## src/common/conv_pkg.sv

```systemverilog
`default_nettype none

package conv_pkg;

    localparam int DATA_W = 16;
    localparam int FRAC_W = 8;
    localparam int TAPS = 9;
    localparam int LANES = 4;
    localparam int ADD_PASSES = 4;

    localparam int MULT_LATENCY = 2;
    localparam int ADD_LATENCY = 1;

    // the start edge enters MULT, each pass ends one edge after its ready pulse
    // and the edge that leaves FINISH raises the valid pulse
    localparam int CONV_LATENCY = (MULT_LATENCY + 1) + ADD_PASSES * (ADD_LATENCY + 1) + 1;

    localparam logic signed [DATA_W-1:0] SAT_MAX = {1'b0, {(DATA_W-1){1'b1}}};
    localparam logic signed [DATA_W-1:0] SAT_MIN = {1'b1, {(DATA_W-1){1'b0}}};

    typedef enum logic [2:0] {
        IDLE,
        MULT,
        ACCUM1,
        ACCUM2,
        ACCUM3,
        ACCUM4,
        FINISH
    } conv_state_e;

    typedef enum logic [1:0] {
        ADD_PRODUCTS,
        ADD_PARTIALS,
        ADD_TAIL
    } add_op_e;

    // clamps a wide signed value to Q8.8, the extra top bit flags a clamp
    function automatic logic [DATA_W:0] sat_fix(input logic signed [2*DATA_W-1:0] value);
        logic [DATA_W:0] result;
        if (value > SAT_MAX) begin
            result = {1'b1, SAT_MAX};
        end else if (value < SAT_MIN) begin
            result = {1'b1, SAT_MIN};
        end else begin
            result = {1'b0, value[DATA_W-1:0]};
        end
        return result;
    endfunction

endpackage

`default_nettype wire

```

## src/conv_3x3/conv_adder_bank.sv

```systemverilog
`timescale 1ns/1ps
`default_nettype none

module conv_adder_bank (
    input  logic                                       clk,
    input  logic                                       rst_n,
    input  logic [conv_pkg::TAPS*conv_pkg::DATA_W-1:0] i_products,
    input  logic                                       i_issue,
    input  conv_pkg::add_op_e                          i_op,
    input  logic [conv_pkg::LANES-1:0]                 i_lane_en,
    output logic [conv_pkg::DATA_W-1:0]                o_sum0,
    output logic                                       o_rdy,
    output logic                                       o_sat
);
    import conv_pkg::*;

    logic signed [DATA_W-1:0] prod [TAPS];
    logic signed [DATA_W-1:0] sum_q [LANES];
    logic signed [DATA_W-1:0] sum_d [LANES];
    logic [LANES-1:0]         lane_sat;

    for (genvar n = 0; n < TAPS; n++) begin : g_prod
        assign prod[n] = i_products[n*DATA_W +: DATA_W];
    end

    for (genvar k = 0; k < LANES; k++) begin : g_lane
        logic signed [DATA_W-1:0]   part_a;
        logic signed [DATA_W-1:0]   part_b;
        logic signed [DATA_W-1:0]   op_a;
        logic signed [DATA_W-1:0]   op_b;
        logic signed [2*DATA_W-1:0] wide;
        logic [DATA_W:0]            res;

        // only the lower lanes have a pair of earlier sums to fold
        if (2*k+1 < LANES) begin : g_part
            assign part_a = sum_q[2*k];
            assign part_b = sum_q[2*k+1];
        end else begin : g_no_part
            assign part_a = '0;
            assign part_b = '0;
        end

        always_comb begin
            case (i_op)
                ADD_PARTIALS: begin
                    op_a = part_a;
                    op_b = part_b;
                end
                ADD_TAIL: begin
                    op_a = sum_q[k];
                    op_b = prod[TAPS-1];
                end
                default: begin
                    op_a = prod[2*k];
                    op_b = prod[2*k+1];
                end
            endcase
        end

        assign wide = op_a + op_b;
        assign res = sat_fix(wide);
        assign sum_d[k] = res[DATA_W-1:0];
        assign lane_sat[k] = res[DATA_W];
    end

    always_ff @(posedge clk) begin
        for (int k = 0; k < LANES; k++) begin
            if (i_issue && i_lane_en[k]) begin
                sum_q[k] <= sum_d[k];
            end
        end
    end

    // a disabled lane may clamp on stale data, so only enabled lanes count
    always_ff @(posedge clk or negedge rst_n) begin
        if (!rst_n) begin
            o_rdy <= 1'b0;
            o_sat <= 1'b0;
        end else begin
            o_rdy <= i_issue;
            o_sat <= i_issue & (|(lane_sat & i_lane_en));
        end
    end

    assign o_sum0 = sum_q[0];

    a_tail_lane0_only: assert property (@(posedge clk) disable iff (!rst_n)
        (i_issue && i_op == ADD_TAIL) |-> i_lane_en == LANES'(1'b1));

endmodule

`default_nettype wire

```

## config.mk

```make
export PLATFORM = sky130hd
export DESIGN_NAME = conv_adder_bank
export DESIGN_NICKNAME = d
export VERILOG_FILES = /design/src/common/conv_pkg.sv /design/src/conv_3x3/conv_adder_bank.sv
export SDC_FILE = /design/constraint.sdc
export NUM_CORES = 1
export LEC_CHECK = 0
export BUFFER_PORTS_ARGS = -buffer_cell sky130_fd_sc_hd__buf_4
export CORE_AREA = 2 2 184 186
export CTS_BUF_LIST = sky130_fd_sc_hd__clkbuf_4 sky130_fd_sc_hd__clkbuf_8
export DETAILED_ROUTE_END_ITERATION = 16
export DIE_AREA = 0 0 186 188
export SLEW_MARGIN = 20
export SYNTH_ARGS = -nofsm -noshare
export SYNTH_HDL_FRONTEND = slang
export SYNTH_SLANG_ARGS = --single-unit
```

## constraint.sdc

```tcl
create_clock -name clk -period 5.8 [get_ports clk]
set_input_delay 0.58 -clock clk [delete_from_list [all_inputs] [get_ports clk]]
set_output_delay 0.58 -clock clk [all_outputs]
set_load 0.02 [all_outputs]
```

==> qor.yml <==
setup_path:
  worst-r2r-cell-count: 11
  arrival_ps: 4770
  reg2reg_slack_ps: 1960
  critical_path.endpoint_type: "flop"
  critPathRequiredTime_ps: 5870
  crit_type: "in2reg"
  cp_max_fo: 46
  startpoint_type: "input pin"
  timing.rr.start: "sum_q[1][1]$_SDFFCE_PP1P_"
  worstReg2RegEnd: "sum_q[0][1]$_SDFFCE_PP1P_"
timing:
  fin_ws_ps: 1100
  period_needed_ps: 4700
  whs_ps: 388
  maxSlewHeadroom: 0.366
  max_freq_mhz: 213
  worst_slew_pin_slew_ps: 951
  setup_violations: 0
  finClkSkew_ps: 20.9
  hold_violations: 0
  rsz0062_at_grt: "false"
  fin_crit_sh: 0.811
  final-max-slew-violation-count: 0
  fin_tns_setup_ps: 0
cts:
  clk_pin_slew_ps: 80
  clk_path_buf_depth: 2
  clockRootBuffer: "clkbuf_8"
  cts_tree: "built"
  cts_setup_buffers: 0
  htreeDepth: 3
  clkSinkCount: 66
  clk_latency_ps: 360
  cts_buffers: 9
floorplan:
  chipHeight_um: 188
  dieArea_um2: 35000
  num_rows: 67
  die_w_um: 186
  core_area_um2: 33100
  boundaryPins: 171
  initial_core_util: 0.246
pwr:
  seq_power_share: 0.259
  ir_drop_v: 0.000141
  combinationalPowerShare: 0.568
  clock_power_share: 0.173
  total_power_mw: 2.82
  switching_share: 0.428
  p_int_mw: 1.61
  leakage_nw: 4.17
  p_per_area_nw_per_um2: 280
  p_sw_mw: 1.21
synthesis:
  async_flop_share: 0.0303
  synthTopCellsByArea: "edfxtp_1 (24%), ha_1 (10%), o21ai_0 (7.0%)"
  ys_seq_elements: 66
  synth.avg_cell_area_um2: 7.98
  syn_area_um2: 8140
  ys_warn_count: 0
  yosys_most_used_dff: "edfxtp_1"
  synthesis.nets: 1242
  yosysSeqAreaShare: 0.242
  synth_top_area_frac: 0.236
  yosysTopAreaCell: "edfxtp_1"
  synth_cells: 1019
  synth_edf_count: 64
  synth_cell_types: 73
place:
  gp_congestion: 0.919
  numPortBuffers: 170
  dp_hpwl_mm: 26.6
  dp_slack_ps: 806
  placed_area_um2: 9830
global_route:
  grt_overflow_total: 0
  grt_pass1_vias: 8013
  grt_max_degree: 72
  grt_pass1_wl_mm: 47.3
  grt_usage: 0.180
  antenna_found_initial: 0
hold_path:
  hp-start: "i_issue"
  hold_path_class: "in2reg"
  holdPathEnd: "o_rdy$_DFF_PN0_"
  min_path_cells: 1
detailed_routing:
  detail_route.wl_per_cell_um: 20.3
  ant_nets: 0
  dr_total_vias: 8720
  drc: 0
  drt_iter0_drc: 888
  avgViaCountPerCell: 5.44
  dr.pass1.iters: 5
  wl_mm: 32.6
cells_and_area:
  fill_cells: 3564
  diodes: 0
  drive_gt1_frac: 0.208
  fin_nets: 1374
  syn_to_final_growth_pct: 23.8
  design_area_um2: 10100
job:
  maxCapViolCount: 0
outcome:
  status: "finished, final reports clean"
==> kinds of logic after synthesis <==
kind of cell / share of synthesized area
AO/OA/AOI/OAI: 0.352
AND/OR/NAND/NOR: 0.170
adder cells (fa/ha/maj): 0.114
flip-flops: 0.242
XOR/XNOR: 0.0431
buffers and inverters: 0.0471
multiplexers: 0.0311
==> cells in the mapped netlist (all sizes together) (3+ instances only) <==
library cell and n:
a221oi 4, o21ai 119, a311oi 4, a21boi 5, or3 10, buf 9
xor2 13, edfxtp 64, a21o 24, inv 34, a31oi 13, ha 66
o31ai 10, and3 7, o21bai 5, and2 9, o31a 4, a211o 3
nor2 53, a211oi 19, mux2i 5, nand2b 6, fa 4, a21oi 74
nor4 5, nor3 26, nand4 5, nand2 133, o211ai 19, mux2 18
or2 3, nand3 26, xnor2 27, clkbuf 52, a22oi 54, o21a 16
nor2b 11, a22o 32
==> how the worst max path moves through the flow <==
| stage | from | end | cells after the start |
|---|---|---|---|
| final | i_op[0] | sum_q[2][1]$_SDFFCE_PP1P_ | 15 |
| after detailed placement | i_op[0] | sum_q[2][2]$_SDFFCE_PP1P_ | 15 |
| after CTS | i_op[0] | sum_q[2][2]$_SDFFCE_PP1P_ | 15 |
| after global routing | i_op[0] | sum_q[2][5]$_SDFFCE_PP1P_ | 15 |
| after global placement | i_op[0] | sum_q[2][1]$_SDFFCE_PP1P_ | 15 |
| after floorplan | i_op[0] | sum_q[0][5]$_SDFFCE_PP1P_ | 20 |
==> timing repair <==
item,CTS,global route
hold buffers,1,0
gates resized for setup,0,0
endpoints found under the hold margin,2,0
==> cell type report <==
type / count / area, µm² / share of cell area
clock inverter: 6 / 105 / 0.0104
timing repair buffer: 182 / 1380 / 0.137
multi-input combinational: 858 / 5800 / 0.575
tap: 448 / 561 / 0.0556
clock buffer: 10 / 131 / 0.0130
sequential: 66 / 1970 / 0.196
inverter: 34 / 128 / 0.0127
==> placed cells by master, fill, tap and decap left out, types with 4 or more instances in the layout <==
master and n:
o211ai_1 18, a22oi_1 54, a22o_1 32, o31ai_1 10, nand2_1 131, inv_1 34
nor4_1 5, nor2b_1 10, nor3_1 24, a21o_1 24, buf_4 180, a211oi_1 19
nand3_1 26, o21a_1 16, o21bai_1 5, nand4_1 5, fa_1 4, edfxtp_1 64
xor2_1 13, mux2_2 18, or3_1 8, and2_1 9, nand2b_1 6, nor2_1 49
mux2i_1 5, a21boi_0 4, and3_1 7, ha_1 65, a31oi_1 13, a21oi_1 72
o31a_1 4, o21ai_1 4, clkbuf_8 9, xnor2_1 27, o21ai_0 113
==> registers in the layout, indices dropped and copies added (netlist names) <==
| register | count |
|---|---|
| sum_q | 64 |
| o_rdy | 1 |
| o_sat | 1 |
==> power groups by stage <==
stage	clock network (mW)	logic [mW]	registers, mW
after floorplan	0	1.11	0.737
after global placement	0	1.55	0.739
after detailed placement	0	1.57	0.738
after CTS	0.487	1.58	0.729
after global routing	0.505	1.76	0.737
final	0.487	1.60	0.731
==> critical path, cell delays in order <==
cell       delay [ps]
buf_4             120
inv_1              90
ha_4              340
nor2b_2           490
buf_4             390
a22o_1            210
ha_1              240
a21oi_1           300
o2111ai_1         240
a21oi_1           210
o21ai_0           180
a211oi_1          410
nor3_2            130
mux2i_1           610
o21ai_0           180
==> through the flow <==
step	util	std cells
6_report	0.304	1604
5_1_grt	0.304	1604
4_1_cts	0.304	1604
3_5_place_dp	0.297	1587
3_3_place_gp	0.297	1587
2_1_floorplan	-	1019
==> layer usage <==
metal	routed length, µm	global-route usage	vias to the layer above
met5	0	0	-
met4	713	0.0482	0
met1	14200	0.249	4115
met2	14600	0.285	424
li1	-	-	4143
met3	3140	0.0361	38
Note: power is estimated with default switching activity, not from simulation.
