File: src/common/conv_pkg.sv
`default_nettype none

package conv_pkg;

    localparam int DATA_W = 16;
    localparam int FRAC_W = 8;
    localparam int TAPS = 9;
    localparam int LANES = 4;
    localparam int ADD_PASSES = 4;

    localparam int MULT_LATENCY = 2;
    localparam int ADD_LATENCY = 1;

    // the start edge enters MULT, each pass ends one edge after its ready pulse
    // and the edge that leaves FINISH raises the valid pulse
    localparam int CONV_LATENCY = (MULT_LATENCY + 1) + ADD_PASSES * (ADD_LATENCY + 1) + 1;

    localparam logic signed [DATA_W-1:0] SAT_MAX = {1'b0, {(DATA_W-1){1'b1}}};
    localparam logic signed [DATA_W-1:0] SAT_MIN = {1'b1, {(DATA_W-1){1'b0}}};

    typedef enum logic [2:0] {
        IDLE,
        MULT,
        ACCUM1,
        ACCUM2,
        ACCUM3,
        ACCUM4,
        FINISH
    } conv_state_e;

    typedef enum logic [1:0] {
        ADD_PRODUCTS,
        ADD_PARTIALS,
        ADD_TAIL
    } add_op_e;

    // clamps a wide signed value to Q8.8, the extra top bit flags a clamp
    function automatic logic [DATA_W:0] sat_fix(input logic signed [2*DATA_W-1:0] value);
        logic [DATA_W:0] result;
        if (value > SAT_MAX) begin
            result = {1'b1, SAT_MAX};
        end else if (value < SAT_MIN) begin
            result = {1'b1, SAT_MIN};
        end else begin
            result = {1'b0, value[DATA_W-1:0]};
        end
        return result;
    endfunction

endpackage

`default_nettype wire

File: src/conv_3x3/conv_control.sv
`timescale 1ns/1ps
`default_nettype none

module conv_control (
    input  logic                       clk,
    input  logic                       rst_n,
    input  logic                       i_conv_ready,
    input  logic                       i_mult_rdy,
    input  logic                       i_add_rdy,
    output logic                       o_mult_issue,
    output logic                       o_add_issue,
    output conv_pkg::add_op_e          o_add_op,
    output logic [conv_pkg::LANES-1:0] o_lane_en,
    output logic                       o_sat_clr,
    output logic                       o_finish,
    output logic                       o_busy
);
    import conv_pkg::*;

    conv_state_e state;
    conv_state_e next_state;

    always_ff @(posedge clk or negedge rst_n) begin
        if (!rst_n) begin
            state <= IDLE;
        end else begin
            state <= next_state;
        end
    end

    // a pass only ends on its own ready pulse, start is ignored unless idle
    always_comb begin
        next_state = state;
        case (state)
            IDLE: begin
                if (i_conv_ready) begin
                    next_state = MULT;
                end
            end
            MULT: begin
                if (i_mult_rdy) begin
                    next_state = ACCUM1;
                end
            end
            ACCUM1: begin
                if (i_add_rdy) begin
                    next_state = ACCUM2;
                end
            end
            ACCUM2: begin
                if (i_add_rdy) begin
                    next_state = ACCUM3;
                end
            end
            ACCUM3: begin
                if (i_add_rdy) begin
                    next_state = ACCUM4;
                end
            end
            ACCUM4: begin
                if (i_add_rdy) begin
                    next_state = FINISH;
                end
            end
            FINISH: begin
                next_state = IDLE;
            end
            default: begin
                next_state = IDLE;
            end
        endcase
    end

    // strobes are registered on the edge that enters the state
    always_ff @(posedge clk or negedge rst_n) begin
        if (!rst_n) begin
            o_mult_issue <= 1'b0;
            o_add_issue <= 1'b0;
            o_add_op <= ADD_PRODUCTS;
            o_lane_en <= '0;
        end else begin
            o_mult_issue <= 1'b0;
            o_add_issue <= 1'b0;
            if (next_state != state) begin
                case (next_state)
                    MULT: begin
                        o_mult_issue <= 1'b1;
                    end
                    ACCUM1: begin
                        o_add_issue <= 1'b1;
                        o_add_op <= ADD_PRODUCTS;
                        o_lane_en <= '1;
                    end
                    ACCUM2: begin
                        o_add_issue <= 1'b1;
                        o_add_op <= ADD_PARTIALS;
                        o_lane_en <= LANES'(2'b11);
                    end
                    ACCUM3: begin
                        o_add_issue <= 1'b1;
                        o_add_op <= ADD_PARTIALS;
                        o_lane_en <= LANES'(1'b1);
                    end
                    ACCUM4: begin
                        o_add_issue <= 1'b1;
                        o_add_op <= ADD_TAIL;
                        o_lane_en <= LANES'(1'b1);
                    end
                    default: begin
                        o_lane_en <= '0;
                    end
                endcase
            end
        end
    end

    assign o_sat_clr = (state == MULT);
    assign o_finish = (state == FINISH);
    assign o_busy = (state != IDLE);

    a_mult_issue_in_state: assert property (@(posedge clk) disable iff (!rst_n)
        o_mult_issue |-> state == MULT);

    a_add_issue_in_state: assert property (@(posedge clk) disable iff (!rst_n)
        o_add_issue |-> state inside {ACCUM1, ACCUM2, ACCUM3, ACCUM4});

    // every ready must answer the issue of the pass that is still open
    a_mult_rdy_pending: assert property (@(posedge clk) disable iff (!rst_n)
        i_mult_rdy |-> state == MULT && $past(o_mult_issue, MULT_LATENCY));

    a_add_rdy_pending: assert property (@(posedge clk) disable iff (!rst_n)
        i_add_rdy |-> state inside {ACCUM1, ACCUM2, ACCUM3, ACCUM4}
            && $past(o_add_issue, ADD_LATENCY));

endmodule

`default_nettype wire

File: config.mk
export PLATFORM = sky130hd
export DESIGN_NAME = conv_control
export DESIGN_NICKNAME = d
export VERILOG_FILES = /design/src/common/conv_pkg.sv /design/src/conv_3x3/conv_control.sv
export SDC_FILE = /design/constraint.sdc
export NUM_CORES = 1
export LEC_CHECK = 0
export BUFFER_PORTS_ARGS = -buffer_cell sky130_fd_sc_hd__buf_2
export CELL_PAD_IN_SITES_DETAIL_PLACEMENT = 0
export CELL_PAD_IN_SITES_GLOBAL_PLACEMENT = 1
export CORE_MARGIN = 2
export CORE_UTILIZATION = 34
export DETAILED_ROUTE_END_ITERATION = 8
export PLACE_DENSITY = 0.77
export SYNTH_ARGS = -nofsm -noshare
export SYNTH_HDL_FRONTEND = slang
export SYNTH_SLANG_ARGS = --single-unit
File: constraint.sdc
create_clock -name clk -period 1.6 [get_ports clk]
set_clock_uncertainty 0.05 [all_clocks]
set_input_delay 0.48 -clock clk [delete_from_list [all_inputs] [get_ports clk]]
set_output_delay 0.48 -clock clk [all_outputs]
set_load 0.01 [all_outputs]
==> impl_metrics.toml, run 1 <==
[run_status]
status = "complete, but fails checks"
violations = "setup timing"

[yosys]
syn-cell-area_um2 = 599.3
ys.warnings.count = 0
synthesis.nets = 60
async_flop_share = 1.000
ys_ff_latch = 10
yosys_most_used_dff = "dfrtp_1"
yosysSeqAreaShare = 0.4175
synth_cells = 54
synth_edf_count = 0
ys_types = 32
synth.avg_cell_area_um2 = 11.10

[timing]
period_minus_slack_ns = 1.837
fin_crit_sh = 1.148
timing.final.ws_setup_ns = -0.2367
setup_violations = 7
setup_tns_ns = -0.9707
slew_headroom = 0.6661
report.final.slew_viol_count = 0
hold_viol = 0
tightest_slew_ns = 0.4870
fmax_mhz = 544.5
rsz0062_at_grt = "true"

[layout]
nets = 98
drive_gt1_frac = 0.6593
fillCellCount = 146
final_common_cell = "buf_4"
layout_common_cells = "buf_4 (19), buf_2 (15), dfrtp_1 (7)"
multi_input_area_um2 = 392.9
final-seq-area_um2 = 254.0
antenna_cells = 0
syn2layout_area_growth_pct = 62.63
post-route-util = 0.5770
stdcell_area_um2 = 974.7

[job]
cap_violations = 0

[clocking]
clk_latency_ns = 0.27
cts_tree = "built"
clock_sinks = 10
h-tree-depth = 1
cts.path.max_buffers = 2
path_clk_slew_ns = 0.07
cts-root-buf = "clkbuf_4"
cts_buffers = 3

[power_and_ir_drop]
p_leak_uw = 0.0004710
p_per_area_mw_per_mm2 = 2628
ir_drop_mv = 1.349
total_power_uw = 2562

[hold_path]
min_path_type = "input port to async pin"

[worst_setup_path]
cp.arrival_ns = 1.31
cpPeakStageDelay_ns = 0.42
critPathLaunchType = "register"
setup.worst_path.class = "register to output port"
cp_cell_sequence = "buf_6 -> or3_1 -> buf_2"
crit_slowest_cell = "dfrtp_2"
worstPathMaxFanout = 2
endpoint_kind = "output port"
path_delay_family = "flip-flops"
crit_buf_inv = 2
crit_required_ns = 1.07

[route]
vias = 562
routed_via_density = 5.204
dr.pass1.iters = 2
drtIter0Drc = 6
wl_per_cell_um = 14.23
wirelength_um = 1537
ant_nets = 0
drc = 0

[global_route]
antenna_found_initial = 0
grt_max_degree = 11
grt_use_total = 0.1556
grt_overflow_total = 0
grt_pass1_vias = 497
grt_pass1_wl_um = 2263

[placed_design]
place_area_um2 = 789.5
place.gp.congestion = 0.8146
dp_hpwl_um = 981.9
io_buffers = 15

[die]
core_area_mm2 = 0.001689
die_w_um = 45.99
rows = 15
initial_utilization = 0.3548
die_y_um = 45.99
die-area_mm2 = 0.002115
num_io_pins = 16
repair_timing:
| item | in CTS | in global routing |
|---|---|---|
| resized for setup | 12 | 5 |
| pin swaps | 6 | 3 |
| endpoints found under the setup margin | 8 | 9 |
| setup buffers | 7 | 2 |
| hold buffers | 0 | 0 |
final timing paths:
check | from | slack [ns] | cells past startpoint | end
setup / recovery | state[2] | -0.24 | 3 | o_busy
min in group clk | o_lane_en[2] | 0.46 | 1 | o_lane_en[2]
setup reg to reg | state[2] | -0.13 | 7 | o_lane_en[2]
hold / removal | rst_n | 0.01 | 1 | o_lane_en[1]
max in group asynchronous | rst_n | 1.27 | 1 | state[1]
hold reg to reg | o_lane_en[2] | 0.46 | 1 | o_lane_en[2]
registers in the layout (all words and copies together), names as in the netlist:
signal,count
o_lane_en,3
o_add_issue,1
o_add_op,2
state,3
o_mult_issue,1
synthesized netlist by cell type (2+ instances only):
| library cell | n | area (um2) |
|---|---|---|
| and2_1 | 2 | 12.51 |
| inv_1 | 2 | 7.510 |
| buf_4 | 2 | 15.01 |
| nand2b_1 | 2 | 12.51 |
| nor3b_1 | 2 | 15.01 |
| nand2_1 | 2 | 7.510 |
| o211ai_1 | 2 | 15.01 |
| nor2b_1 | 2 | 12.51 |
| dfrtp_1 | 10 | 250.2 |
| o21ai_0 | 3 | 15.01 |
| mux2i_1 | 2 | 20.02 |
| mux2_4 | 2 | 30.03 |
| buf_6 | 2 | 22.52 |
where the power goes:
| group | total, uW | leakage [uW] | internal, uW | switching [uW] |
|---|---|---|---|---|
| logic | 1860 | 0.000329 | 1040 | 827 |
| clock network | 228 | 0.0000210 | 138 | 90.1 |
| registers | 469 | 0.000121 | 386 | 83.3 |
cells by family after synthesis:
| kind of cell | count (synthesis) | share of synthesized area |
|---|---|---|
| buffers and inverters | 7 | 0.08349 |
| flip-flops | 10 | 0.4175 |
| multiplexers | 4 | 0.08351 |
| AO/OA/AOI/OAI | 13 | 0.1795 |
| XOR/XNOR | 2 | 0.04176 |
| AND/OR/NAND/NOR | 17 | 0.1733 |
| adder cells (fa/ha/maj) | 1 | 0.02087 |
worst register-to-register path: cells and delay by family, from the launching register on:
family / cells / cell delay, ns
AND/OR/NAND/NOR: 1 / 0.12
adder cells (fa/ha/maj): 1 / 0.26
flip-flops: 1 / 0.42
AO/OA/AOI/OAI: 3 / 0.52
buffers and inverters: 2 / 0.31
metal layers:
| metal | GRT usage | wire [um] | vias up |
|---|---|---|---|
| met5 | 0 | 0 | - |
| met4 | 0.1029 | 34 | 0 |
| met3 | 0.01190 | 52 | 4 |
| met2 | 0.2444 | 781 | 17 |
| met1 | 0.2015 | 670 | 276 |
| li1 | - | - | 265 |
metrics by stage:
step,hold slack (ns),instances,worst slack (ns)
floorplan,0.1344,54,-0.1333
global placement,0.3056,95,-0.2009
detailed placement,0.3057,95,-0.2286
CTS,0.005434,106,-0.2524
global route,0.01126,108,-0.2708
finish,0.01004,108,-0.2367
cell type report:
| cell class | instances | share of cell area |
|---|---|---|
| Inverter | 2 | 0.007702 |
| Clock buffer | 4 | 0.03723 |
| Multi-Input combinational cell | 37 | 0.4031 |
| Sequential cell | 10 | 0.2606 |
| Tap cell | 17 | 0.02182 |
| Timing Repair Buffer | 38 | 0.2696 |
No activity file was read; power rests on OpenSTA's default activity.
==> run 2: changes to the inputs <==
--- a/config.mk
+++ b/config.mk
@@ -11,7 +11,8 @@
 export CORE_MARGIN = 2
 export CORE_UTILIZATION = 34
 export DETAILED_ROUTE_END_ITERATION = 8
-export PLACE_DENSITY = 0.77
+export PLACE_DENSITY = 0.71
+export SETUP_SLACK_MARGIN = 0.02
 export SYNTH_ARGS = -nofsm -noshare
 export SYNTH_HDL_FRONTEND = slang
 export SYNTH_SLANG_ARGS = --single-unit
==> run 2 against run 1 <==
Effect of this change: the run still ends with setup timing left; sequential power increased by 1%; maximum frequency is 1.5% higher; total power is 3.5% lower; global-route usage increased by 0.34 points; flip-flop and latch count unchanged; sequential share of layout area increased by 0.72 points; critical path depth unchanged; die area unchanged; first-iteration DRC count up 33%.
==> impl_metrics.toml, run 2 (synthesized netlist as in run 1, its figures left out) <==
[clocking]
path_clk_slew_ns = 0.07
cts_buffers = 3
cts_tree = "built"
h-tree-depth = 1
cts-root-buf = "clkbuf_4"
cts.path.max_buffers = 2
clock_sinks = 10
clk_latency_ns = 0.27

[die]
die_y_um = 45.99
rows = 15
initial_utilization = 0.3548
die-area_mm2 = 0.002115
core_area_mm2 = 0.001689
die_w_um = 45.99
num_io_pins = 16

[global_route]
antenna_found_initial = 0
grt_max_degree = 11
grt_overflow_total = 0
grt_pass1_wl_um = 2394
grt_use_total = 0.1590
grt_pass1_vias = 527

[timing]
fin_crit_sh = 1.131
setup_tns_ns = -0.9887
setup_violations = 8
hold_viol = 0
slew_headroom = 0.6775
period_minus_slack_ns = 1.810
fmax_mhz = 552.4
rsz0062_at_grt = "true"
report.final.slew_viol_count = 0
timing.final.ws_setup_ns = -0.2102
tightest_slew_ns = 0.4704

[power_and_ir_drop]
p_leak_uw = 0.0004580
ir_drop_mv = 1.555
p_per_area_mw_per_mm2 = 2606

[route]
drtIter0Drc = 8
ant_nets = 0
drc = 0
vias = 521
dr.pass1.iters = 4
wirelength_um = 1402
wl_per_cell_um = 13.23
routed_via_density = 4.915

[placed_design]
io_buffers = 15
place.gp.congestion = 0.8041
post-place-ws_ns = -0.2532
dp_hpwl_um = 984.3

[layout]
drive_gt1_frac = 0.6180
layout_common_cells = "buf_4 (17), buf_2 (15), dfrtp_1 (7)"
antenna_cells = 0
final-seq-area_um2 = 254.0
nets = 96
multi_input_area_um2 = 381.6
post-route-util = 0.5615
final_common_cell = "buf_4"
fillCellCount = 146
reg.largest.list = "o_lane_en x3, state x3, o_add_op x2"
syn2layout_area_growth_pct = 58.25

[job]
cap_violations = 0

[hold_path]
min_path_type = "input port to async pin"

[worst_setup_path]
cpPeakStageDelay_ns = 0.41
crit_slowest_cell = "dfrtp_2"
endpoint_kind = "output port"
path_delay_family = "flip-flops"
worstPathMaxFanout = 3
crit_required_ns = 1.07
critPathLaunchType = "register"
cp_cell_sequence = "buf_6 -> or3_1 -> buf_2"
cp.arrival_ns = 1.28
crit_buf_inv = 2
setup.worst_path.class = "register to output port"

[run_status]
violations = "setup timing"
status = "complete, but fails checks"
==> run 2: changes by cell type in the layout (fill, tap and decap cells not counted) <==
| cell | change |
|---|---|
| nand2b_1 | +1 |
| nand2b_4 | -1 |
| o21ai_0 | -1 |
| inv_2 | -1 |
| nand2_1 | -1 |
| nor2_1 | +1 |
| a21oi_2 | -1 |
| o21ai_1 | +1 |
| nand2_2 | +1 |
| nor2_2 | -1 |
| a21oi_1 | +1 |
| inv_1 | +1 |
| buf_4 | -2 |
==> run 2: repair_timing <==
action,in CTS,in global routing
setup buffers,6,0
setup endpoints to repair,8,8
hold buffers,0,0
pin swaps,3,1
gates resized for setup,12,3
==> run 2: worst paths after layout <==
kind / from / end / slack, ns / cells past startpoint
max: state[2] / o_busy / -0.21 / 3
min: rst_n / o_mult_issue / 0.009 / 1
max reg2reg: state[2] / o_lane_en[2] / -0.15 / 7
min reg2reg: o_lane_en[2] / o_lane_en[2] / 0.46 / 1
max in group asynchronous: rst_n / state[2] / 1.27 / 1
min in group clk: o_lane_en[2] / o_lane_en[2] / 0.46 / 1
==> run 2: report_power, final <==
part / total [uW] / internal [uW] / switching [uW]
clock: 230 / 138 / 91.7
combinational: 1770 / 999 / 769
sequential: 474 / 386 / 88.2
==> run 2: routing by layer <==
layer	track usage	vias up	wire length [um]
met4	0.01714	0	0
li1	-	261	-
met2	0.2917	13	721
met1	0.1825	247	617
met5	0	-	0
met3	0.05159	0	63
==> run 2: metrics by stage <==
step                      hold slack, ns  area, um2  total power (uW)  std cells
after global routing             0.01670      948.4              2671        106
final                           0.009169      948.4              2472        106
after global placement            0.3081      797.0              1820         96
after floorplan                   0.1344      645.6              1421         54
after detailed placement          0.3124      797.0              1831         96
after CTS                        0.01144      937.1              2431        106
==> run 2: final cells by class <==
type,count,share of cell area
clock buffer,4,0.03826
inverter,2,0.007916
multi-input combinational,37,0.4024
sequential,10,0.2678
tap,17,0.02243
timing repair buffer,36,0.2612
==> run 3: changes to the inputs <==
--- a/config.mk
+++ b/config.mk
@@ -8,9 +8,10 @@
 export BUFFER_PORTS_ARGS = -buffer_cell sky130_fd_sc_hd__buf_2
 export CELL_PAD_IN_SITES_DETAIL_PLACEMENT = 0
 export CELL_PAD_IN_SITES_GLOBAL_PLACEMENT = 1
-export CORE_MARGIN = 2
+export CORE_MARGIN = 1.5
 export CORE_UTILIZATION = 34
 export DETAILED_ROUTE_END_ITERATION = 8
+export HOLD_SLACK_MARGIN = 0.03
 export PLACE_DENSITY = 0.71
 export SETUP_SLACK_MARGIN = 0.02
 export SYNTH_ARGS = -nofsm -noshare
==> run 3 against run 2 <==
Effect of this change: the flow still finishes with violations (setup timing); first-iteration DRC count fell by 50%; worst setup slack got worse by 0.023 ns; register-to-register slack barely moved; sequential share of layout area fell by 0.88 points; cell count fell by 1.9%; utilization rose by 5.8 points; non-clock buffer count fell by 1; via count fell by 0.19%; maximum frequency fell by 1.3%; global-route usage rose by 0.15 points; sequential power rose by 0.8%; largest power group unchanged.
==> impl_metrics.toml, run 3 (synthesized netlist as in run 1, its figures left out) <==
[clocking]
path_clk_slew_ns = 0.07
cts_tree = "built"
h-tree-depth = 1
cts.path.max_buffers = 2
clk_latency_ns = 0.27
cts-root-buf = "clkbuf_4"
clock_sinks = 10
cts_buffers = 3

[timing]
timing.final.ws_setup_ns = -0.2333
slew_headroom = 0.6588
hold_viol = 0
setup_violations = 7
fin_crit_sh = 1.146
fmax_mhz = 545.5
tightest_slew_ns = 0.5107
report.final.slew_viol_count = 0
rsz0062_at_grt = "true"
period_minus_slack_ns = 1.833

[route]
drc = 0
dr.pass1.iters = 4
drtIter0Drc = 4
vias = 520
routed_via_density = 5.000
wirelength_um = 1327
wl_per_cell_um = 12.76
ant_nets = 0

[worst_setup_path]
rrSetupSlack_ns = -0.14
r2r_start = "state[1]"
worstPathMaxFanout = 2
setup.worst_path.class = "register to output port"
cp.arrival_ns = 1.30
endpoint_kind = "output port"
crit_required_ns = 1.07
r2r_end = "o_lane_en[0]"
critPathLaunchType = "register"
rr_worst_depth = 7

[power_and_ir_drop]
combPwrFrac = 0.718
p_sw_uw = 967.1
ir_drop_mv = 1.520
intPower_uw = 1539
switching_share = 0.3859
p_leak_uw = 0.0004614
clock_power_share = 0.091
p_per_area_mw_per_mm2 = 2568
power_frac_seq = 0.191

[layout]
final-seq-area_um2 = 252.7
syn2layout_area_growth_pct = 62.84
post-route-util = 0.6190
fillCellCount = 139
reg.largest.list = "o_lane_en x3, state x3, o_add_op x2"
drive_gt1_frac = 0.6477
final_common_cell = "buf_2"
stdcell_area_um2 = 975.9
nets = 95
multi_input_area_um2 = 399.1
antenna_cells = 0
layout_common_cells = "buf_2 (14), buf_4 (12), dfrtp_1 (8), buf_6 (8)"

[die]
die_w_um = 44.99
num_io_pins = 16
core_area_mm2 = 0.001577
rows = 14
die_y_um = 44.99
die-area_mm2 = 0.002024
initial_utilization = 0.3802

[global_route]
grt_overflow_total = 0
grt_max_degree = 11
antenna_found_initial = 0
grt_use_total = 0.1604
grt_pass1_vias = 480
grt_pass1_wl_um = 2249

[run_status]
violations = "setup timing"
status = "complete, but fails checks"

[placed_design]
io_buffers = 15
post-place-ws_ns = -0.2257
dp_hpwl_um = 973.6
place.gp.congestion = 0.7817
place_area_um2 = 780.7

[hold_path]
min_delay_worst_endpoint = "o_lane_en[2]"
hold_start = "o_lane_en[2]"
min_path_type = "register to register"
hold_depth = 1

[job]
cap_violations = 0
==> run 3: metrics by stage <==
stage / hold slack, ns / power (uW) / setup TNS, ns / instances
CTS: 0.4554 / 2287 / -0.8703 / 103
detailed placement: 0.3030 / 1802 / -0.9349 / 93
global route: 0.4807 / 2707 / -1.503 / 104
floorplan: 0.1344 / 1421 / -0.3882 / 54
global placement: 0.3010 / 1797 / -0.9179 / 93
finish: 0.4476 / 2506 / -0.9555 / 104
==> run 3: worst max-delay path, stage by stage (launching register included) <==
cell	delay, ns
dfrtp_2	0.43
buf_6	0.12
or3_1	0.35
buf_2	0.14
==> run 3: what timing repair did <==
action,CTS,global route
setup buffers,5,1
setup endpoints to repair,8,9
hold buffers,1,0
resized for setup,10,12
pin swaps,6,5
endpoints found under the hold margin,10,0
==> run 3: layout make-up <==
cell class / instances / share of cell area
Clock buffer: 4 / 0.03718
Sequential cell: 10 / 0.2590
Inverter: 2 / 0.007692
Multi-Input combinational cell: 37 / 0.4090
Tap cell: 16 / 0.02051
Timing Repair Buffer: 35 / 0.2667
==> run 3: layer usage <==
metal,part of all wire,GRT usage,up-vias,wire (um)
li1,-,-,262,-
met1,0.48,0.2161,242,642
met2,0.47,0.2286,16,619
met3,0.049,0.06000,0,65
met4,0,0.07059,0,0
met5,0,0,-,0
==> run 3: worst max-delay path by stage <==
stage / startpoint / depth (start not counted) / slack, ns / to
global placement: i_add_rdy / 7 / -0.26 / o_lane_en[2]
finish: state[0] / 3 / -0.23 / o_busy
global route: state[0] / 3 / -0.28 / o_busy
floorplan: i_add_rdy / 7 / -0.13 / o_lane_en[2]
detailed placement: i_add_rdy / 7 / -0.23 / o_lane_en[2]
CTS: state[1] / 3 / -0.24 / o_busy
==> run 3: power groups by stage <==
stage	Clock [uW]	Sequential [uW]	Combinational (uW)
2_1_floorplan	0	485	936
5_1_grt	250	490	1970
3_5_place_dp	0	489	1310
4_1_cts	235	472	1580
6_report	229	478	1800
3_3_place_gp	0	489	1310
